===== config.mk =====
export PLATFORM = sky130hd
export DESIGN_NAME = programCounter
export DESIGN_NICKNAME = d
export VERILOG_FILES = /design/src/corePkg.sv /design/src/programCounter.sv
export SDC_FILE = /design/constraint.sdc
export NUM_CORES = 1
export LEC_CHECK = 0
export BUFFER_PORTS_ARGS = -buffer_cell sky130_fd_sc_hd__buf_2
export CAP_MARGIN = 10
export CORE_MARGIN = 4
export CORE_UTILIZATION = 43
export CTS_BUF_LIST = sky130_fd_sc_hd__clkbuf_4
export DETAILED_ROUTE_END_ITERATION = 10
export GPL_ROUTABILITY_DRIVEN = 0
export PLACE_DENSITY_LB_ADDON = 0.15
export SETUP_SLACK_MARGIN = 0.5
export SYNTH_ARGS = -nofsm -noshare
export SYNTH_HDL_FRONTEND = slang
export SYNTH_SLANG_ARGS = --single-unit
export TNS_END_PERCENT = 50

===== constraint.sdc =====
create_clock -name clk -period 1.1 [get_ports clk]
set_input_delay 0.11 -clock clk [delete_from_list [all_inputs] [get_ports clk]]
set_output_delay 0.11 -clock clk [all_outputs]
set_load 0.005 [all_outputs]

===== src/corePkg.sv =====
// Machine organisation of the core. Widths are fixed at 18-bit words and 12-bit addresses.
package corePkg;

  typedef logic [17:0] wordT;  // Data word, stack entry and instruction
  typedef logic [11:0] addrT;  // RAM and PC address

  // Sequencer states
  typedef enum logic [2:0] {
    idle   = 3'b000,
    fetchA = 3'b001,
    fetchB = 3'b010,
    execA  = 3'b011,
    execB  = 3'b100
  } seqStateT;

  ////////////////////////////////////////////////////////////////////////////
  // Control strobes from the decoder to the datapath
  typedef struct packed {
    logic pcInc;       // Step PC
    logic abusToPc;    // Jump target from address bus
    logic dbusToPc;    // POPPC target from data bus
    logic dbusToIr;
    logic dbusToTop;
    logic dbusToRam;
    logic dbusToPort;
    logic push;
    logic pop;
    // Address bus sources in priority order
    logic pcToAbus;
    logic irToAbus;
    logic nextToAbus;
    logic topToAbus;
    // Data bus sources in priority order
    logic irToDbus;
    logic topToDbus;
    logic aluToDbus;
    logic ramToDbus;
    logic inToDbus;
    logic pcToDbus;
  } ctrlT;

endpackage


===== src/programCounter.sv =====
// Instruction address counter. Wraps from the top address to zero.
`timescale 1ns/10ps

module programCounter (
  input  logic          clk,
  input  logic          reset,
  input  logic          load,
  input  logic          inc,
  input  corePkg::addrT nextAddr,
  output corePkg::addrT pc
);

  always_ff @(posedge clk)
  begin
    if (!reset)
      pc <= '0;
    else if (load)  // Jump wins over step
      pc <= nextAddr;
    else if (inc)
      pc <= pc + corePkg::addrT'(1);
  end

endmodule


After elaboration in Yosys (flattened, before gate mapping). Cells that the tools add are included.

Register bits: 12. Latch bits: 0. RAM bits: 0. Memory bits (read-only): 0. Input bits: 16. Output and inout bits: 12. Logic and storage cells: 5. Memories kept: 0.

Add/subtract/negate cells: 1. Multipliers: 0. Divide/modulo/power cells: 0. Magnitude comparators: 0. Equal/unequal tests: 0. Shift operators: 0. Mux-type cells: 2. Bitwise gates (word level): 0. Reduce and logical (&&, ||, !) cells: 1.

Operator list (number): $mux W12 (2); $add A12 B1 Y12 const B (1); $reduce_bool A2 Y1 (1).

Depth between registers and ports, before layout.
Depth after elaboration: 3. Depth in mapped cells: 5. Depth with buffers taken out: 5.

Least setup slack after synthesis. OpenSTA, ideal clock, no wires.

Kind: reg-to-reg. From: register pc[2]. To: register pc[11]. Setup time: 0.124 ns. Data arrival time: 1.031 ns. Data required time: 0.976 ns. Path slack: -0.054 ns. Stages on the path, launching flop included: 5. Path buffers: 0. Period minus slack after synthesis: 1.154 ns. Cell sequence: dfxtp_1 nand4_4 nor3_2 xnor2_1 o22ai_1.

Word-level cells in the longest chain between the ends: 3.

Ends and longest elaborated chain: from (decl) (line programCounter.sv:10) `output corePkg::addrT pc`; from (signal assigned) (line programCounter.sv:18) `pc <= nextAddr;`; from (signal assigned) (line programCounter.sv:20) `pc <= pc + corePkg::addrT'(1);`; $add A12 B1 Y12 (line programCounter.sv:20); $mux W12 (line programCounter.sv:19) `else if (inc)`; $mux W12 (line programCounter.sv:17) `else if (load)`.

No other way between the ends. The select of a mux whose other input is x is not followed. A chain may end at the register's enable or synchronous reset.

Final worst setup path.
From: register pc[7]. To: register pc[10].

The elaborated chain is that of the path after synthesis.

==> results_dict.tcl <==
set metrics [dict create \
    status "complete, no violations" \
    vdd.ir_drop.worst_mv 0.922 \
    fin_ws_ns 0.00172 \
    critical_path.max_stage_delay_ns 0.37 \
    swShare 0.266 \
    dp_hpwl_um 1260 \
    critical_path_class "flip-flop to flip-flop" \
    largest_register "pc" \
    synth_cell_type_count 18 \
    pre_cts_slack_ns -0.00000921 \
    worst_setup_path_end_kind "flip-flop" \
    startpoint "pc[7]$_SDFFE_PN0P_" \
    synthTopCellsByCount "dfxtp_1, a21oi_1, nand2_1, xnor2_1, o21ai_0" \
    crit_path_top_delay_cell "dfxtp_4" \
    yosysTopAreaCell "dfxtp_1" \
    r2r_cells 4 \
    seqPwrFrac 0.492 \
    cts_buffer_depth 2 \
    syn_area_per_cell_um2 8.54 \
    antenna_found_initial 0 \
    slew_headroom 0.870 \
    top_regs "pc: 12 flops" \
    hp-class "primary input to flip-flop" \
    grt_pass1_vias 539 \
    clock_sinks 12 \
    clkSlewWorstSetupHoldPaths_ns 0.08 \
    fin_total_pwr_mw 1.03 \
    post-route-min-period_ns 1.10 \
    p_leak_nw 0.423 \
    core_mm2 0.00149 \
    start_util 0.453 \
    worstSkewPairLatency_ns 0.26 \
    fmax_ghz 0.911 \
    pin_count 28 \
    path_delay_family "simple AND/OR/NAND/NOR gates" \
    cts_max_level 1 \
    synth.area.top_cells "dfxtp_1, xnor2_1, a21oi_1, nor3_2, xor2_1" \
    power_frac_clock 0.296 \
    grt_overflow 0 \
    synth_cells 79 \
    largest_reg_flops 12 \
    finalCritPeriodShare 0.998 \
    cts_root_buf "clkbuf_4" \
    grt_usage 0.146 \
    via_per_inst 5.10 \
    drt_pre_antenna_iters 4 \
    nets 134 \
    async_flop_share 0 \
    synth-seq-area-share 0.356 \
    p_switching_uw 273 \
    rsz0062_at_grt "yes" \
    synth.top_cell.area_share 0.356 \
    drv_slew 0 \
    routed_wl_um 1650 \
    path_buf_inv 0 \
    critPathLaunchType "flip-flop" \
    area_delta_synth_final_pct 50.3 \
    dieArea_mm2 0.00227 \
    critPathRequiredTime_ns 1.25 \
    synth_edf_count 0 \
    drive_above_1_share 0.517 \
    die_y_um 47.6 \
    synthFlopType "dfxtp_1" \
    syn_area_um2 674 \
    dp_cells 125 \
    postRouteAntennaNets 0 \
    yosysWarningCount 0 \
    ctsHoldBuffers 0 \
    ys_ff_latch 12 \
    rows 14 \
    portBuffers 27 \
    drt-wirelength-per-cell_um 12.5 \
    reg2reg_setup_slack_ns 0.002 \
    crit_end "pc[10]$_SDFFE_PN0P_" \
    fp.dieW_um 47.6 \
    cts_made_buffers 3 \
    cp_max_fo 5 \
    cp.arrival_ns 1.24 \
    grt_pass1_wl_um 2330 \
    drcViolationCount 0 \
    whs_ns 0.0781 \
    hold_viol_final 0 \
    skew_ns 0.00188 \
    vias 673 \
    timing.rr.end "pc[10]$_SDFFE_PN0P_" \
    finalSetupViolCount 0 \
    drv_cap 0 \
    comb_power_share 0.212 \
    fin_cells 132 \
    path_cells "nand4_1 -> nor3_2 -> xnor2_1 -> o22ai_1" \
    synth_nets 96 \
    initialDrtViolationCount 6 \
    num_antenna_cells 0 \
    power_density_mw_per_mm2 1010 \
    synth_most_common_cell "dfxtp_1" \
    r2r_start "pc[7]$_SDFFE_PN0P_" \
    cts_tree "done" \
    power.internal_uw 753 \
    max_slew.worst_pin.slew_ns 0.194 \
    grt_start_max_net_pins 11 \
    path_depth 4 \
]
-- cells by family after synthesis --
group,count (synthesis),share of synthesized area
xor gates and xnor gates,11,0.143
buffers and inverters,6,0.0390
adders and majority gates,1,0.0185
muxes,2,0.0297
and+or+nand+nor,27,0.260
DFF,12,0.356
AOI/OAI and AO/OA,20,0.154
-- cell type report --
class	instances	area [µm²]
clock buffer	4	30.0
timing repair buffer	36	245
tap	16	20.0
sequential	12	270
fill	128	475
inverter	3	11.3
multi-input combinational	61	437
-- timing repair --
| item | 4_1_cts | 5_1_grt |
|---|---|---|
| pin swaps | 7 | 7 |
| cloned | 0 | 0 |
| setup endpoints to repair | 24 | 24 |
| resized for setup | 5 | 7 |
| buffers inserted | 2 | 1 |
-- power by group through the flow --
stage | registers [mW] | logic, mW | clock network (mW)
2_1_floorplan | 0.516 | 0.0889 | 0
6_report | 0.505 | 0.218 | 0.304
4_1_cts | 0.503 | 0.199 | 0.311
3_3_place_gp | 0.513 | 0.182 | 0
5_1_grt | 0.510 | 0.241 | 0.334
3_5_place_dp | 0.515 | 0.183 | 0
-- metrics by stage --
stage           util     TNS (ns)  area, µm²
2_1_floorplan      -            0        717
3_3_place_gp   0.606            0        902
3_5_place_dp   0.606  -0.00000921        902
4_1_cts        0.650            0        967
5_1_grt        0.681       -0.171       1010
6_report       0.681            0       1010
-- tightest hold or removal path, delay by kind of cell --
kind / cells / cell delay [ns]
AND/OR/NAND/NOR: 1 / 0.07
buffers and inverters: 1 / 0.08
multiplexers: 1 / 0.05
-- metal layers --
metal,global-route usage,up-vias,part of all wire
li1,-,355,-
met1,0.209,297,0.46
met2,0.225,19,0.46
met3,0.0338,2,0.066
met4,0.0323,0,0.0085
met5,0,-,0
-- worst min-delay path by stage --
stage                startpoint                 end  slack (ns)  cells past startpoint
finish              nextAddr[2]  pc[2]$_SDFFE_PN0P_        0.08                      3
global route        nextAddr[2]  pc[2]$_SDFFE_PN0P_        0.07                      3
floorplan                 reset  pc[4]$_SDFFE_PN0P_        0.24                      2
CTS                 nextAddr[1]  pc[1]$_SDFFE_PN0P_        0.08                      3
detailed placement  nextAddr[1]  pc[1]$_SDFFE_PN0P_        0.35                      3
global placement    nextAddr[1]  pc[1]$_SDFFE_PN0P_        0.34                      3
-- cells in the final DEF (no fill, tap or decap), types with 4 or more instances in the layout --
master	netlist	layout
dfxtp_4	0	7
buf_4	0	6
buf_6	0	8
nor3_2	5	4
nor2_1	4	4
a21oi_1	11	11
buf_2	3	22
xor2_1	4	4
xnor2_1	7	7
o21ai_0	6	6
clkbuf_4	0	4
nand2_1	7	5
(Power assumes the default switching activity.)
