<file path="src/isaPkg.sv">
// Instruction set definitions for the 18-bit stack CPU. Bits 17 and 16 of an instruction are ignored.
package isaPkg;

  ////////////////////////////////////////////////////////////////////////////
  // Opcodes in instruction bits 15 to 12
  typedef enum logic [3:0] {
    opHalt  = 4'b0000,  // No-op, the core never stops
    opPushi = 4'b0001,
    opPush  = 4'b0010,
    opPop   = 4'b0011,
    opJmp   = 4'b0100,
    opJz    = 4'b0101,
    opJnz   = 4'b0110,
    opLd    = 4'b0111,
    opSt    = 4'b1000,
    opPppc  = 4'b1001,  // Bit 0 picks PUSHPC or POPPC
    opIn    = 4'b1101,
    opOut   = 4'b1110,
    opOp    = 4'b1111
  } opcodeT;

  // ALU function codes in bits 4 to 0 of an OP
  typedef enum logic [4:0] {
    funcAdd  = 5'b00000, funcSub = 5'b00001, funcMul  = 5'b00010, funcShl = 5'b00011,
    funcShr  = 5'b00100, funcBand = 5'b00101, funcBor = 5'b00110, funcBxor = 5'b00111,
    funcAnd  = 5'b01000, funcOr  = 5'b01001, funcEq   = 5'b01010, funcNe  = 5'b01011,
    funcGe   = 5'b01100, funcLe  = 5'b01101, funcGt   = 5'b01110, funcLt  = 5'b01111,
    funcNeg  = 5'b10000, funcBnot = 5'b10001, funcNot = 5'b10010,
    funcA    = 5'b10011,  // Dup
    funcB    = 5'b10111,  // Drop
    funcAa   = 5'b11011,  // Dropnext
    funcBa   = 5'b11111   // Over
  } aluFuncT;

  typedef logic [2:0] portSelT;  // Eight port numbers, four are wired

  // Instruction field positions
  localparam int OpcodeHi = 15;
  localparam int OpcodeLo = 12;
  localparam int ImmHi    = 11;  // Immediate or RAM address
  localparam int ImmLo    = 0;
  localparam int FuncHi   = 4;
  localparam int FuncLo   = 0;
  localparam int PortHi   = 2;
  localparam int PortLo   = 0;

endpackage

</file>
<file path="src/corePkg.sv">
// Machine organisation of the core. Widths are fixed at 18-bit words and 12-bit addresses.
package corePkg;

  typedef logic [17:0] wordT;  // Data word, stack entry and instruction
  typedef logic [11:0] addrT;  // RAM and PC address

  // Sequencer states
  typedef enum logic [2:0] {
    idle   = 3'b000,
    fetchA = 3'b001,
    fetchB = 3'b010,
    execA  = 3'b011,
    execB  = 3'b100
  } seqStateT;

  ////////////////////////////////////////////////////////////////////////////
  // Control strobes from the decoder to the datapath
  typedef struct packed {
    logic pcInc;       // Step PC
    logic abusToPc;    // Jump target from address bus
    logic dbusToPc;    // POPPC target from data bus
    logic dbusToIr;
    logic dbusToTop;
    logic dbusToRam;
    logic dbusToPort;
    logic push;
    logic pop;
    // Address bus sources in priority order
    logic pcToAbus;
    logic irToAbus;
    logic nextToAbus;
    logic topToAbus;
    // Data bus sources in priority order
    logic irToDbus;
    logic topToDbus;
    logic aluToDbus;
    logic ramToDbus;
    logic inToDbus;
    logic pcToDbus;
  } ctrlT;

endpackage

</file>
<file path="src/ioPorts.sv">
// Four output registers and four inputs with no handshake. Port numbers 4 to 7 read zero and ignore writes.
`timescale 1ns/10ps

module ioPorts (
  input  logic            clk,
  input  logic            reset,
  input  logic            write,
  input  isaPkg::portSelT portSel,
  input  corePkg::wordT   dataIn,
  input  corePkg::wordT   inPort0,
  input  corePkg::wordT   inPort1,
  input  corePkg::wordT   inPort2,
  input  corePkg::wordT   inPort3,
  output corePkg::wordT   inValue,
  output corePkg::wordT   outPort0,
  output corePkg::wordT   outPort1,
  output corePkg::wordT   outPort2,
  output corePkg::wordT   outPort3
);

  corePkg::wordT outReg [4];

  assign outPort0 = outReg[0];
  assign outPort1 = outReg[1];
  assign outPort2 = outReg[2];
  assign outPort3 = outReg[3];

  always_ff @(posedge clk)
  begin
    if (!reset)
      outReg <= '{default: '0};
    else if (write && !portSel[2])  // Upper four ports not wired
      outReg[portSel[1:0]] <= dataIn;
  end

  // Input select for IN
  always_comb
  begin
    case (portSel)
      3'd0:    inValue = inPort0;
      3'd1:    inValue = inPort1;
      3'd2:    inValue = inPort2;
      3'd3:    inValue = inPort3;
      default: inValue = '0;
    endcase
  end

endmodule

</file>
<file path="config.mk">
export PLATFORM = sky130hd
export DESIGN_NAME = ioPorts
export DESIGN_NICKNAME = d
export VERILOG_FILES = /design/src/isaPkg.sv /design/src/corePkg.sv /design/src/ioPorts.sv
export SDC_FILE = /design/constraint.sdc
export NUM_CORES = 1
export LEC_CHECK = 0
export ABC_AREA = 1
export ABC_CLOCK_PERIOD_IN_PS = 2050
export BUFFER_PORTS_ARGS = -buffer_cell sky130_fd_sc_hd__buf_4
export CAP_MARGIN = 0
export CORE_AREA = 2 2 98 91
export CTS_BUF_LIST = sky130_fd_sc_hd__clkbuf_2 sky130_fd_sc_hd__clkbuf_4 sky130_fd_sc_hd__clkbuf_8
export DETAILED_ROUTE_END_ITERATION = 16
export DIE_AREA = 0 0 100 93
export GPL_TIMING_DRIVEN = 0
export PLACE_DENSITY = 0.77
export SYNTH_ARGS = -nofsm -noshare
export SYNTH_HDL_FRONTEND = slang
export SYNTH_SLANG_ARGS = --single-unit
</file>
<file path="constraint.sdc">
create_clock -name clk -period 2.05 [get_ports clk]
set_input_delay 0.205 -clock clk [delete_from_list [all_inputs] [get_ports clk]]
set_output_delay 0.205 -clock clk [all_outputs]
set_load 0.005 [all_outputs]
</file>
# Word-level counts from Yosys, hierarchy flattened
# Index checks and enable logic that the tools add are counted.
[classes]
n_bitwise = 1
n_mux = 4
eq_ne = 3
reduce_logical = 4
order_cmp = 2
[op_table]
columns = ["operator", "count"]
rows = [
  ["$bwmux 72", 1],
  ["$pmux 18 s4", 1],
  ["$demux 18 s2", 1],
  ["$mux 18", 1],
  ["$eq 3x2->1 const B", 2],
  ["$eq 3x1->1 const B", 1],
  ["$ge 3x3->1 const B", 1],
  ["$logic_not 3->1", 1],
  ["$lt 3x1->1 const B", 1],
  ["$not 2->3", 1],
  ["$logic_and 1x1->1", 2],
  ["$logic_not 1->1", 1],
]
[word_totals]
elab_cells = 18
out_inout_bits = 90
reg_bits = 72

# Logic depth before layout (Yosys ltp)
[depth]
depth_word = 6
ltp_mapped = 7
ltp_nobuf = 5

# Worst setup path before layout
# No wires, ideal clock.
[synth_timing]
path_kind = "input port to output port"
startpoint = "input port portSel[0]"
endpoint = "output port inValue[16]"
stages = 7
arrival_time_ns = 1.029
t_required_ns = 1.845
path_slack_ns = 0.816
n_path_buf = 2
cell_sequence = "buf_2 -> nor2_2 -> buf_2 -> nand3_1 -> nand2_1 -> inv_1 -> nand2_1"
[synth_via]
elab_chain_len = 2
word_cells_on_any_way = 5
classes_between = "3 x eq/ne; 1 x mux; 1 x reduce/logical"
[synth_lines]
columns = ["item", "line", "text"]
rows = [
  ["start: declaration", "ioPorts.sv:8", "input isaPkg::portSelT portSel,"],
  ["$eq 3x2->1 (tied with other cells)", "ioPorts.sv:39", "case (portSel)"],
  ["$pmux 18 s4 *", "ioPorts.sv:39", ""],
  ["end: declaration", "ioPorts.sv:14", "output corePkg::wordT inValue,"],
]
# Every way passes the cells marked *; elsewhere a longest branch is shown, timed or not.

# Final worst setup path
[layout_timing]
startpoint = "input port portSel[0]"
endpoint = "output port inValue[11]"
# The elaborated chain is that of the path after synthesis.

==> flow_summary_export.csv <==
group,metric,value,unit
cts,tritoncts,"yes",
timing,slew-limit-headroom,62.9,%
critical_path,slowest_delay,0.36,ns
drt,drcViolationCount,0,
hold_path,hp-class,"in2reg",
run_status,status,"finished clean",
die,start_util,45.4,%
cts,cts-root-buf,"clkbuf_8",
critical_path,path_cells,"buf_2 > nor2_2 > buf_2 > nand3_1 > nand2_1 > inv_1 > nand2_1 > buf_4",
logic_synthesis,ys_top_cells_by_count,"nand2_1, nor2_1, nand3_1",
drt,viasPerCell,5.10,
power_and_ir_drop,power_density,599,nW/um^2
drt,drtIter0Drc,211,
cts,clk_pin_slew,0.07,ns
timing,period_share,79.9,%
logic_synthesis,yosysWarnings,0,
drt,drt-total-wl,12700,um
global_route,grtUsageTotal,27.0,%
timing,period_needed,1.64,ns
cts,cts_resized,0,
logic_synthesis,syn-num-nets,698,
timing,hold_viol,0,
logic_synthesis,synth-edff-count,0,
logic_synthesis,avgSynthCellArea,6.28,um^2
die,die_area,9300,um^2
layout,antennaDiodeCount,0,
logic_synthesis,synth.cell_area,3780,um^2
timing,rsz0062_at_grt,"false",
layout,layoutNonFillerInstCount,903,
placed_design,dp_hpwl,10100,um
logic_synthesis,synth_ff_type,"dfxtp_1",
drt,ant_nets,0,
timing,setup_ws,0.412,ns
power_and_ir_drop,ir_worst_vdd,0.000400,V
global_route,grt_overflow,0,
critical_path,crit_path_max_fanout,10,
power_and_ir_drop,p_leak,0.00285,uW
timing,fmax,611,MHz
global_route,antenna_found_initial,0,
logic_synthesis,yosysMostFrequentCell,"nand2_1",
logic_synthesis,ys_async_sr_fraction,0,%
layout,fillers,770,
timing,worstMarginPinSlew,0.556,ns
cts,cts_max_level,3,
logic_synthesis,ys_types,17,
critical_path,cp_slowest_cell,"nor2_2",
power_and_ir_drop,finalPower,3290,uW
timing,setup_tns,0,ns
critical_path,crit_type,"in2out",
logic_synthesis,synthCells,602,
cts,cts_hold_buf,0,
cts,cts_setup_buffers,0,
critical_path,arrival,1.43,ns
logic_synthesis,ys_ff_latch,72,
critical_path,endpoint_kind,"output pin",
flow_run,drv_cap,0,
timing,setup_viol,0,
timing,skew,0,ns
die,top_level_ports,186,
placed_design,place_congestion,0.899,
global_route,grt_pass1_wl,20000,um
die,die_h,93,um
placed_design,io_buffers,183,
cts,cts_buffer_depth,2,
die,die_w,100,um
cts,clock_sinks,72,
die,core-area,8330,um^2
logic_synthesis,yosys-top-cells-area,"dfxtp_1, nand3_1, nand2_1",
die,rows,32,
logic_synthesis,yosysSeqAreaShare,38.1,%
drt,routedWlPerCell,14.1,um
placed_design,dp_worst_setup_slack,0.413,ns
placed_design,dp.cells,887,
drt,first_pass_iters,5,
timing,slew_viol_final,0,
global_route,grt_max_degree,13,
critical_path,cp.required,1.85,ns
logic_synthesis,yosys.area.top_type,"dfxtp_1",
cts,cts_buffers,9,
drt,vias,4605,
layout,fin_util,65.9,%
layout,drive_above_1_share,29.7,%
global_route,grt_pass1_vias,4238,
critical_path,start_kind,"primary input",
cts,worst_skew_pair.late_latency,0.34,ns
logic_synthesis,synth_top_area_share,38.1,%
layout,fin_nets,892,
layout,syn2layout_area_growth,45.0,%
-- where the power goes --
group          switching [uW]  internal, uW  leakage, uW
Combinational             355           320      0.00216
Sequential               28.6          1450     0.000585
Clock                     527           607     0.000103
Total                     911          2370      0.00285
-- logic make-up (layout without fill, tap and decap cells) --
group	Yosys count	after routing	share of synthesized area [%]
compound gates	18	18	2.38
buf+inv	104	303	11.5
simple gates	408	408	48.0
flops	72	72	38.1
-- registers in the layout (all words and copies together) (netlist names) --
register / cells
outPort0: 18
outPort2: 18
outPort3: 18
outPort1: 18
-- per-stage QoR --
stage / hold slack (ns) / instance area [um^2]
6_report: 0.255 / 5490
4_1_cts: 0.243 / 5490
5_1_grt: 0.279 / 5490
2_1_floorplan: 0.460 / 3780
3_5_place_dp: 0.473 / 5280
3_3_place_gp: 0.466 / 5280
-- metal layers --
layer  vias to the layer above  GRT usage (%)  routed length, um
met5                         -              0                  0
met4                         0           9.36                314
met3                        31           6.13                825
met2                       194           44.0               5940
met1                      2081           35.4               5640
li1                       2299              -                  -
-- critical path: cells and delay by family --
kind	cells	cell delay [ns]
and+or+nand+nor	4	0.63
buffers and inverters	4	0.61
-- path summary, 6_finish.rpt --
kind                 from           end  slack (ns)  depth (start not counted)
min reg2reg  outPort3[11]  outPort3[11]        0.49                          2
min            dataIn[13]  outPort1[13]        0.25                          5
max reg2reg   outPort0[1]   outPort0[1]        1.43                          2
max            portSel[0]   inValue[11]        0.41                          8
-- cell type report --
type	count	area (um^2)	share of cell area, %
multi-input combinational	426	1910	34.7
sequential	72	1440	26.3
timing repair buffer	183	1370	25.0
inverter	59	221	4.04
buffer	45	214	3.90
clock buffer	11	145	2.65
tap	102	128	2.33
clock inverter	5	56.3	1.03
-- layout by cell type (no fill, tap or decap), types with 3 or more instances in the layout --
master and count:
inv_1 56, clkbuf_8 10, nand2_1 128, buf_4 187, nand4_1 36, a21oi_1 18, buf_1 9, nand3_1 108
buf_2 24, nor2_4 4, nor2_2 3, nor2_1 126, clkbuf_1 8, dfxtp_1 72
Note: power is estimated with default switching activity, not from simulation.
