--- config.mk ---
export PLATFORM = sky130hd
export DESIGN_NAME = operandStack
export DESIGN_NICKNAME = d
export VERILOG_FILES = /design/src/corePkg.sv /design/src/operandStack.sv
export SDC_FILE = /design/constraint.sdc
export NUM_CORES = 1
export LEC_CHECK = 0
export ABC_AREA = 1
export BUFFER_PORTS_ARGS = -buffer_cell sky130_fd_sc_hd__buf_2
export CAP_MARGIN = 15
export CORE_ASPECT_RATIO = 2
export CORE_MARGIN = 2
export CORE_UTILIZATION = 25
export DETAILED_ROUTE_END_ITERATION = 10
export PLACE_DENSITY = 0.38
export SLEW_MARGIN = 20
export SYNTH_ARGS = -nofsm -noshare
export SYNTH_HDL_FRONTEND = slang
export SYNTH_SLANG_ARGS = --single-unit
--- constraint.sdc ---
create_clock -name clk -period 4.7 [get_ports clk]
set_input_delay 0.94 -clock clk [delete_from_list [all_inputs] [get_ports clk]]
set_output_delay 0.94 -clock clk [all_outputs]
set_load 0.02 [all_outputs]
--- src/corePkg.sv ---
// Machine organisation of the core. Widths are fixed at 18-bit words and 12-bit addresses.
package corePkg;

  typedef logic [17:0] wordT;  // Data word, stack entry and instruction
  typedef logic [11:0] addrT;  // RAM and PC address

  // Sequencer states
  typedef enum logic [2:0] {
    idle   = 3'b000,
    fetchA = 3'b001,
    fetchB = 3'b010,
    execA  = 3'b011,
    execB  = 3'b100
  } seqStateT;

  ////////////////////////////////////////////////////////////////////////////
  // Control strobes from the decoder to the datapath
  typedef struct packed {
    logic pcInc;       // Step PC
    logic abusToPc;    // Jump target from address bus
    logic dbusToPc;    // POPPC target from data bus
    logic dbusToIr;
    logic dbusToTop;
    logic dbusToRam;
    logic dbusToPort;
    logic push;
    logic pop;
    // Address bus sources in priority order
    logic pcToAbus;
    logic irToAbus;
    logic nextToAbus;
    logic topToAbus;
    // Data bus sources in priority order
    logic irToDbus;
    logic topToDbus;
    logic aluToDbus;
    logic ramToDbus;
    logic inToDbus;
    logic pcToDbus;
  } ctrlT;

endpackage

--- src/operandStack.sv ---
// Shift-register operand stack with no depth check. StackDepth must be at least 3; overflow loses the bottom entry.
`timescale 1ns/10ps

module operandStack #(
  parameter int StackDepth = 8
) (
  input  logic          clk,
  input  logic          reset,
  input  logic          load,
  input  logic          push,
  input  logic          pop,
  input  corePkg::wordT dataIn,
  output corePkg::wordT top,
  output corePkg::wordT next
);

  corePkg::wordT entry [StackDepth];

  assign top  = entry[0];
  assign next = entry[1];

  always_ff @(posedge clk)
  begin
    if (!reset)
    begin
      for (int i = 0; i < StackDepth; i++)
      begin
        entry[i] <= '0;
      end
    end
    else
    begin
      if (load)
        entry[0] <= dataIn;  // New top, also on push
      else if (pop)
        entry[0] <= entry[1];
      for (int i = 1; i < StackDepth - 1; i++)
      begin
        if (push)
          entry[i] <= entry[i-1];
        else if (pop)
          entry[i] <= entry[i+1];
      end
      if (push)
        entry[StackDepth-1] <= entry[StackDepth-2];  // Bottom holds on pop
    end
  end

endmodule

# Yosys cells after proc, flatten, opt, wreduce, memory -nomap -nowiden

Memory sizes are Yosys's and may differ from the RTL's.
Cells that the tools add are included.

Memories: 1
Flip-flop bits (word level): 0
ROM bits: 0
Latch bits: 0
Bits of input ports: 23
Bits in writable memories: 144
Output and inout bits: 36

Memories:

| memory | depth | bits a word | read ports | clocked after memory_dff | wr ports | line               | source |
|---|---|---|---|---|---|---|---|
| entry  | 8     | 18          | 8          | 0                        | 8        | operandStack.sv:17 | `corePkg::wordT entry [StackDepth];` |

$add $sub $neg: 0
Div/mod/pow operators: 0
Multipliers: 0
Mux-type cells: 29
Shift-type cells: 0
Bitwise gates (word level): 15
Reduce and logical (&&, ||, !) cells: 0
Order comparisons: 0
Eq/ne operators: 0

Operator list:

| kind       | number |
|---|---|
| $mux 18    | 15 |
| $or 1x1->1 | 15 |
| $mux 1     | 14 |

# Depth between registers and ports, before layout

Gate-level depths: netlist of the first run.

Word-level depth: 5
Gate-level depth with buffers: 8
Mapped depth without buffers: 5

# Worst setup path before layout of the first run

No wires, ideal clock.

Path type: input -> register
From: input port push
To: memory entry[0][108] in the netlist's numbering (enable)
Required time: 3.614 ns
Stages: 4
Data arrival time: 3.469 ns
Path buffers: 2
Setup slack: 0.145 ns
Cells stage by stage: inv_2 -> buf_6 -> clkbuf_1 -> nand3_1

RTL lines:

| what            | line               | source |
|---|---|---|
| start, declared | operandStack.sv:10 | `input logic push,` |
| end, declared   | operandStack.sv:17 |  |

==> results.py, run 1 <==
metrics = {
    "run_status": {
        "status": "finished clean",
    },
    "clock_tree": {
        "clock-sinks": 144,
        "ctsResizeCount": 0,
        "postCtsHoldBufs": 0,
        "clk_pin_slew_ns": 0.06,
        "clockBufferDepth": 2,
        "root_buffer": "clkbuf_16",
        "h-tree-depth": 4,
        "numCtsBuffers": 17,
        "clkLatencyLatePin_ns": 0.42,
        "post_cts_buffers": 0,
        "cts_tree": "yes",
    },
    "synth": {
        "yosysSeqAreaShare": 0.632,
        "syn_area_um2": 6840,
        "yosys_register_bits": 144,
        "synth_edf_count": 144,
        "avgSynthCellArea_um2": 9.76,
        "synth_area_leader_cell": "edfxtp_1",
        "yosys_warnings": 0,
        "synth_top_area_frac": 0.632,
        "ys_async_sr_fraction": 0,
        "synth_area_leaders": "edfxtp_1, nand2_1, nor2_1",
        "ys.flop_type": "edfxtp_1",
        "synth_nets": 724,
        "synth.distinct_cells": 16,
        "syn_inst": 701,
    },
    "worst_setup_path": {
        "crit_fanout": 38,
        "crit_path_end_kind": "flop",
        "path_cells": "buf_2, nand2_1, nand2_2, buf_4, o21ai_0, nor2_1",
        "critPathBufInv": 2,
        "critical_path.top_delay_family": "buffers and inverters",
        "ff2ff_path_depth": 4,
        "r2r_slack_ns": 3.77,
        "crit_required_ns": 4.98,
        "start_kind": "input pin",
        "worstSetupPathType": "in -> reg",
        "r2r_end": "entry[0][13]$_SDFFCE_PN0P_",
        "r2r-start": "entry[0][31]$_SDFFCE_PN0P_",
        "arrival_ns": 2.80,
        "slowest_stage": "nand2_2",
        "critPathMaxStageDelay_ns": 0.50,
    },
    "grt": {
        "grt_pass1_wl_mm": 24.6,
        "track_usage": 0.109,
        "first_global_vias": 4602,
        "gr-total-overflow": 0,
        "grt_max_degree": 55,
        "antenna_found_initial": 0,
    },
    "hold_path": {
        "min_from": "entry[0][137]$_SDFFCE_PN0P_",
        "whs_path_depth": 2,
        "hold_class": "reg -> reg",
        "whs_endpoint": "entry[0][119]$_SDFFCE_PN0P_",
    },
    "cells_and_area": {
        "layout-drive-gt1-share": 0.149,
        "final_core_util": 0.289,
        "regArea_um2": 4320,
        "nets": 736,
        "antennaDiodeCount": 0,
        "syn_to_final_growth_pct": 13.5,
        "top_regs": "entry: 144 flops",
        "multiInputGateArea_um2": 1710,
        "nFillCells": 2845,
        "regMostFlops": "entry",
        "largest_reg_flops": 144,
    },
    "timing": {
        "setup_viol": 0,
        "maxSlewViolCount": 0,
        "tns_ns": 0,
        "fin_ws_ns": 2.17,
        "grt_setup_unrepaired": "false",
        "max_slew_margin": 0.410,
        "whs_ns": 0.520,
        "min_period_over_period": 0.538,
        "clock_skew_ns": 0.0117,
        "max_clock_freq_mhz": 396,
        "worst_pin_slew_ns": 0.882,
        "timing.final.crit_period_ns": 2.53,
        "finalHoldViolations": 0,
    },
    "detailed_routing": {
        "drc": 0,
        "vias": 4421,
        "wl_per_cell_um": 13.9,
        "dr.pass1.iters": 4,
        "postRouteAntennaNets": 0,
        "drt_iter0_markers": 295,
        "wirelength_mm": 14.9,
        "drt-vias-per-instance": 4.12,
    },
    "pwr": {
        "power.density_nw_per_um2": 435,
        "ir_worst_vdd_v": 0.000215,
        "p_leak_uw": 0.00363,
    },
    "die": {
        "rows": 85,
        "core-area_um2": 26900,
        "die_w_um": 121,
        "die-area_um2": 28800,
        "num_io_pins": 59,
        "start_util": 0.254,
        "die_h_um": 238,
    },
    "place": {
        "post-place-ws_ns": 1.68,
        "gp_congestion": 0.710,
        "port_buffers": 58,
        "dpl.hpwl_mm": 9.64,
    },
    "flow_run": {
        "maxCapViolCount": 0,
    },
}
tightest hold or removal path, delay by kind of cell (launching register included):
kind | cells | cell delay, ns
and+or+nand+nor | 2 | 0.10
DFF | 1 | 0.32
area by class of cell:
type | count | area share
sequential | 144 | 0.557
clock buffer | 17 | 0.0548
multi-input combinational | 407 | 0.221
timing repair buffer | 66 | 0.0467
clock inverter | 15 | 0.0275
inverter | 77 | 0.0378
tap | 348 | 0.0560
Yosys cell counts (10+ instances only):
cell type  count
nand2_1      146
edfxtp_1     144
nor2_1       144
inv_1         73
o21ai_0       62
buf_4         39
o21ai_1       28
nand3_1       21
buf_6         13
buf_2         11
clkbuf_1      10
stage by stage:
step / instances / total power, uW / instance area (um^2)
floorplan: 701 / 1870 / 6840
global placement: 1042 / 1930 / 7130
detailed placement: 1042 / 1940 / 7130
CTS: 1074 / 3430 / 7770
global route: 1074 / 3520 / 7770
finish: 1074 / 3380 / 7770
cells in the final DEF, fill, tap and decap left out, drive strengths merged:
cell and n:
nand2 149, nor2 145, edfxtp 144, o21ai 90, inv 79, buf 66
nand3 23, clkbuf 17, bufinv 5, clkinv 5, clkinvlp 3
where the power goes:
part           internal, uW  total [uW]  switching [uW]  leakage (uW)
Sequential             1560        1630            70.5       0.00162
Clock                   939        1480             539      0.000307
Combinational          81.4         271             190       0.00170
worst max-delay path by stage:
stage               depth (start not counted)  slack (ns)  start                          end
finish                                      6        2.17  reset   entry[0][44]$_SDFFCE_PN0P_
global route                                6        1.95  reset   entry[0][28]$_SDFFCE_PN0P_
CTS                                         4        2.13  reset   entry[0][30]$_SDFFCE_PN0P_
detailed placement                          4        1.68  reset   entry[0][48]$_SDFFCE_PN0P_
global placement                            4        1.70  reset   entry[0][31]$_SDFFCE_PN0P_
floorplan                                   4        0.15   push  entry[0][108]$_SDFFCE_PN0P_
cells by family (layout without fill, tap and decap cells):
| group | count (synthesis) | after routing | share of synthesized area |
|---|---|---|---|
| and+or+nand+nor | 317 | 317 | 0.182 |
| AOI/OAI and AO/OA | 90 | 90 | 0.0658 |
| DFF | 144 | 144 | 0.632 |
| buffers and inverters | 150 | 175 | 0.121 |
routing by layer:
layer / global-route usage / routed length (um)
met1: 0.137 / 6780
met4: 0.0419 / 111
met3: 0.0241 / 364
met2: 0.182 / 7630
met5: 0 / 0
Power figures use the tool's default switching activity.
==> inputs of run 2 (changes only) <==
- PLACE_DENSITY: 0.38 -> 0.37
- clock period: 4.7 -> 2.33 ns (I/O delays scaled with it)
==> results.py, run 2 (synthesis gave the netlist of run 1 again) <==
metrics = {
    "hold_path": {
        "hold_class": "in -> reg",
    },
    "timing": {
        "tns_ns": 0,
        "max_slew_margin": 0.635,
        "fin_ws_ns": 0.801,
        "timing.final.crit_period_ns": 1.53,
        "maxSlewViolCount": 0,
        "max_clock_freq_mhz": 654,
        "grt_setup_unrepaired": "false",
        "setup_viol": 0,
        "whs_ns": 0.453,
        "worst_pin_slew_ns": 0.548,
        "clock_skew_ns": 0.00605,
        "min_period_over_period": 0.656,
        "finalHoldViolations": 0,
    },
    "clock_tree": {
        "clkLatencyLatePin_ns": 0.43,
        "h-tree-depth": 4,
        "postCtsHoldBufs": 0,
        "ctsResizeCount": 0,
        "clock-sinks": 144,
        "cts_tree": "yes",
        "post_cts_buffers": 0,
        "clk_pin_slew_ns": 0.06,
        "clockBufferDepth": 2,
        "root_buffer": "clkbuf_16",
        "numCtsBuffers": 17,
    },
    "worst_setup_path": {
        "crit_fanout": 3,
        "path_cells": "buf_2",
        "slowest_stage": "edfxtp_1",
        "crit_required_ns": 1.86,
        "crit_path_end_kind": "primary output",
        "start_kind": "flop",
        "critPathBufInv": 1,
        "critPathMaxStageDelay_ns": 0.44,
        "critical_path.top_delay_family": "flip-flops",
        "worstSetupPathType": "reg -> out",
        "arrival_ns": 1.06,
    },
    "pwr": {
        "pwr-share-clk": 0.404,
        "p_comb_frac": 0.086,
        "seq_power_share": 0.510,
        "swShare": 0.246,
        "power.density_nw_per_um2": 835,
        "power.internal_uw": 4860,
        "p_leak_uw": 0.00362,
        "ir_worst_vdd_v": 0.000592,
        "netSwitchingPower_uw": 1590,
        "total_power_uw": 6450,
    },
    "grt": {
        "grt_max_degree": 52,
        "gr-total-overflow": 0,
        "antenna_found_initial": 0,
        "track_usage": 0.107,
        "grt_pass1_wl_mm": 23.9,
        "first_global_vias": 4526,
    },
    "die": {
        "num_io_pins": 59,
        "die_h_um": 238,
        "start_util": 0.254,
        "rows": 85,
        "die-area_um2": 28800,
        "core-area_um2": 26900,
        "die_w_um": 121,
    },
    "cells_and_area": {
        "nets": 740,
        "antennaDiodeCount": 0,
        "multiInputGateArea_um2": 1710,
        "regMostFlops": "entry",
        "syn_to_final_growth_pct": 12.9,
        "largest_reg_flops": 144,
        "regArea_um2": 4320,
        "layout-drive-gt1-share": 0.147,
        "nFillCells": 2862,
        "top_regs": "entry: 144 flops",
        "final_common_cell": "nand2_1",
        "layout_common_cells": "nand2_1, nor2_1, edfxtp_1",
    },
    "detailed_routing": {
        "drt-vias-per-instance": 4.14,
        "wirelength_mm": 14.6,
        "drt_iter0_markers": 278,
        "drc": 0,
        "dr.pass1.iters": 5,
        "wl_per_cell_um": 13.6,
        "vias": 4466,
        "postRouteAntennaNets": 0,
    },
    "place": {
        "gp_congestion": 0.727,
        "post-place-ws_ns": 0.491,
        "dpl.hpwl_mm": 9.65,
        "port_buffers": 58,
    },
    "run_status": {
        "status": "finished clean",
    },
    "flow_run": {
        "maxCapViolCount": 0,
    },
}
[run 2: metrics by stage]
| step | cell area (um^2) | instances | utilization |
|---|---|---|---|
| 4_1_cts | 7720 | 1078 | 0.287 |
| 6_report | 7720 | 1078 | 0.287 |
| 2_1_floorplan | 6860 | 701 | - |
| 3_3_place_gp | 7170 | 1046 | 0.267 |
| 5_1_grt | 7720 | 1078 | 0.287 |
| 3_5_place_dp | 7170 | 1046 | 0.267 |
[run 2: routing by layer]
metal | share of wire | track usage | wire length [um] | vias up
met2 | 0.51 | 0.178 | 7400 | 88
met1 | 0.44 | 0.131 | 6440 | 2103
met3 | 0.033 | 0.0246 | 478 | 16
met4 | 0.022 | 0.0507 | 327 | 0
li1 | - | - | - | 2259
met5 | 0 | 0 | 0 | -
[run 2: cell type report]
| cell class | count | area share |
|---|---|---|
| inverter | 77 | 0.0381 |
| tap | 348 | 0.0564 |
| clock buffer | 17 | 0.0551 |
| sequential | 144 | 0.560 |
| multi-input combinational | 407 | 0.222 |
| timing repair buffer | 70 | 0.0525 |
| clock inverter | 15 | 0.0164 |
[run 2: power groups by stage]
| stage | clock, uW | sequential (uW) | combinational, uW |
|---|---|---|---|
| global route | 2770 | 3330 | 631 |
| global placement | 0 | 3340 | 557 |
| detailed placement | 0 | 3350 | 566 |
| CTS | 2690 | 3290 | 567 |
| finish | 2610 | 3290 | 553 |
| floorplan | 0 | 3290 | 486 |
[run 2: final timing paths]
path	slack (ns)	cells after the start	end	startpoint
max	0.80	1	next[2]	entry[0][20]$_SDFFCE_PN0P_
min	0.45	5	entry[0][14]$_SDFFCE_PN0P_	dataIn[14]
max reg2reg	1.40	4	entry[0][2]$_SDFFCE_PN0P_	entry[0][20]$_SDFFCE_PN0P_
min reg2reg	0.53	2	entry[0][117]$_SDFFCE_PN0P_	entry[0][135]$_SDFFCE_PN0P_
[run 2: tightest hold or removal path, cell delays in order]
cell,delay (ns)
buf_2,0.07
inv_1,0.03
o21ai_1,0.12
nand2_1,0.06
inv_1,0.04
==> inputs of run 3 (changes only) <==
- PLACE_DENSITY: 0.37 -> 0.38
- clock period: 2.33 -> 1.3 ns (I/O delays scaled with it)
==> results.py, run 3 (synthesis gave the netlist of run 1 again) <==
metrics = {
    "grt": {
        "track_usage": 0.111,
        "antenna_found_initial": 0,
        "grt_pass1_wl_mm": 25.0,
        "gr-total-overflow": 0,
        "grt_max_degree": 41,
        "first_global_vias": 4642,
    },
    "worst_setup_path": {
        "r2r_end": "entry[0][44]$_SDFFCE_PN0P_",
        "critPathMaxStageDelay_ns": 0.44,
        "start_kind": "flop",
        "crit_path_end_kind": "primary output",
        "r2r-start": "entry[0][26]$_SDFFCE_PN0P_",
        "crit_required_ns": 1.04,
        "ff2ff_path_depth": 4,
        "critPathBufInv": 1,
        "startpoint": "entry[0][22]$_SDFFCE_PN0P_",
        "slowest_stage": "edfxtp_1",
        "worstSetupPathType": "reg -> out",
        "cp.depth": 1,
        "crit_end": "next[4]",
        "path_cells": "buf_6",
        "r2r_slack_ns": 0.17,
        "crit_fanout": 2,
        "critical_path.top_delay_family": "flip-flops",
        "arrival_ns": 1.04,
    },
    "detailed_routing": {
        "postRouteAntennaNets": 0,
        "drt_iter0_markers": 315,
        "wl_per_cell_um": 13.7,
        "dr.pass1.iters": 4,
        "drc": 0,
        "wirelength_mm": 15.2,
        "drt-vias-per-instance": 4.16,
        "vias": 4635,
    },
    "pwr": {
        "p_comb_frac": 0.108,
        "power.density_nw_per_um2": 1440,
        "ir_worst_vdd_v": 0.000833,
        "netSwitchingPower_uw": 2990,
        "seq_power_share": 0.492,
        "power.internal_uw": 9010,
        "pwr-share-clk": 0.400,
        "p_leak_uw": 0.00388,
        "swShare": 0.249,
    },
    "die": {
        "die-area_um2": 28800,
        "die_w_um": 121,
        "die_h_um": 238,
        "num_io_pins": 59,
        "rows": 85,
        "start_util": 0.254,
        "core-area_um2": 26900,
    },
    "timing": {
        "whs_ns": 0.236,
        "finalHoldViolations": 0,
        "grt_setup_unrepaired": "true",
        "min_period_over_period": 0.997,
        "worst_pin_slew_ns": 0.290,
        "timing.final.crit_period_ns": 1.30,
        "clock_skew_ns": 0.00524,
        "setup_viol": 0,
        "fin_ws_ns": 0.00403,
        "tns_ns": 0,
        "max_slew_margin": 0.807,
        "max_clock_freq_mhz": 772,
        "maxSlewViolCount": 0,
    },
    "place": {
        "dpl-instance-area_um2": 7420,
        "gp_congestion": 0.719,
        "port_buffers": 58,
        "dpl.hpwl_mm": 10.3,
        "post-place-ws_ns": -0.0605,
    },
    "clock_tree": {
        "h-tree-depth": 4,
        "postCtsHoldBufs": 0,
        "clock-sinks": 144,
        "root_buffer": "clkbuf_16",
        "numCtsBuffers": 17,
        "clockBufferDepth": 2,
        "clkLatencyLatePin_ns": 0.43,
        "cts_tree": "yes",
        "clk_pin_slew_ns": 0.06,
    },
    "cells_and_area": {
        "syn_to_final_growth_pct": 21.7,
        "layout-drive-gt1-share": 0.191,
        "regMostFlops": "entry",
        "top_regs": "entry: 144 flops",
        "final_common_cell": "nand2_1",
        "final_core_util": 0.310,
        "design_area_um2": 8330,
        "largest_reg_flops": 144,
        "nets": 775,
        "layout_common_cells": "nand2_1, nor2_1, edfxtp_1",
        "antennaDiodeCount": 0,
    },
    "hold_path": {
        "hold_class": "in -> reg",
    },
    "run_status": {
        "status": "finished clean",
    },
    "flow_run": {
        "maxCapViolCount": 0,
    },
}
==> run 3: changes by cell type in the layout (fill, tap and decap cells not counted), moves of 2 or more <==
cell	change
buf_6	+29
buf_2	-29
clkinvlp_4	+2
clkinv_4	+3
buf_4	+25
buf_12	+10
clkinv_1	-5
==> run 3: area by class of cell <==
class,instances,area (um^2)
Fill cell,2806,18600
Sequential cell,144,4320
Multi-Input combinational cell,407,1710
Timing Repair Buffer,105,975
Tap cell,348,435
Clock buffer,18,429
Inverter,77,307
Clock inverter,14,144
==> run 3: what timing repair did <==
item | in CTS | in global routing
buffers inserted | 16 | 5
gates resized for setup | 30 | 28
cloned | 0 | 0
setup endpoints to repair | 23 | 32
==> run 3: how the worst min path moves through the flow <==
stage	cells after the start	to	slack, ns	start
2_1_floorplan	2	entry[0][108]$_SDFFCE_PN0P_	0.49	entry[0][126]$_SDFFCE_PN0P_
3_3_place_gp	2	entry[0][114]$_SDFFCE_PN0P_	0.51	entry[0][132]$_SDFFCE_PN0P_
3_5_place_dp	2	entry[0][116]$_SDFFCE_PN0P_	0.51	entry[0][134]$_SDFFCE_PN0P_
4_1_cts	5	entry[0][8]$_SDFFCE_PN0P_	0.22	dataIn[8]
5_1_grt	5	entry[0][9]$_SDFFCE_PN0P_	0.26	dataIn[9]
6_report	5	entry[0][8]$_SDFFCE_PN0P_	0.24	dataIn[8]
==> run 3: power groups by stage <==
| stage | Combinational [uW] | Clock, uW | Sequential (uW) |
|---|---|---|---|
| finish | 1300 | 4790 | 5910 |
| global route | 1450 | 5100 | 5970 |
| CTS | 1250 | 4920 | 5900 |
| detailed placement | 1100 | 0 | 6000 |
| global placement | 1080 | 0 | 5990 |
| floorplan | 883 | 0 | 5900 |
==> run 3: routing by layer <==
metal  track usage  vias to the layer above  share of wire
met3        0.0270                       16          0.031
met4        0.0483                        0          0.019
met2         0.183                       85           0.51
met5             0                        -              0
met1         0.138                     2204           0.44
li1              -                     2330              -
==> run 3: per-stage QoR <==
stage          power (uW)  std cells
2_1_floorplan        6780        701
3_3_place_gp         7070       1060
3_5_place_dp         7100       1060
4_1_cts             12100       1108
5_1_grt             12500       1113
6_report            12000       1113
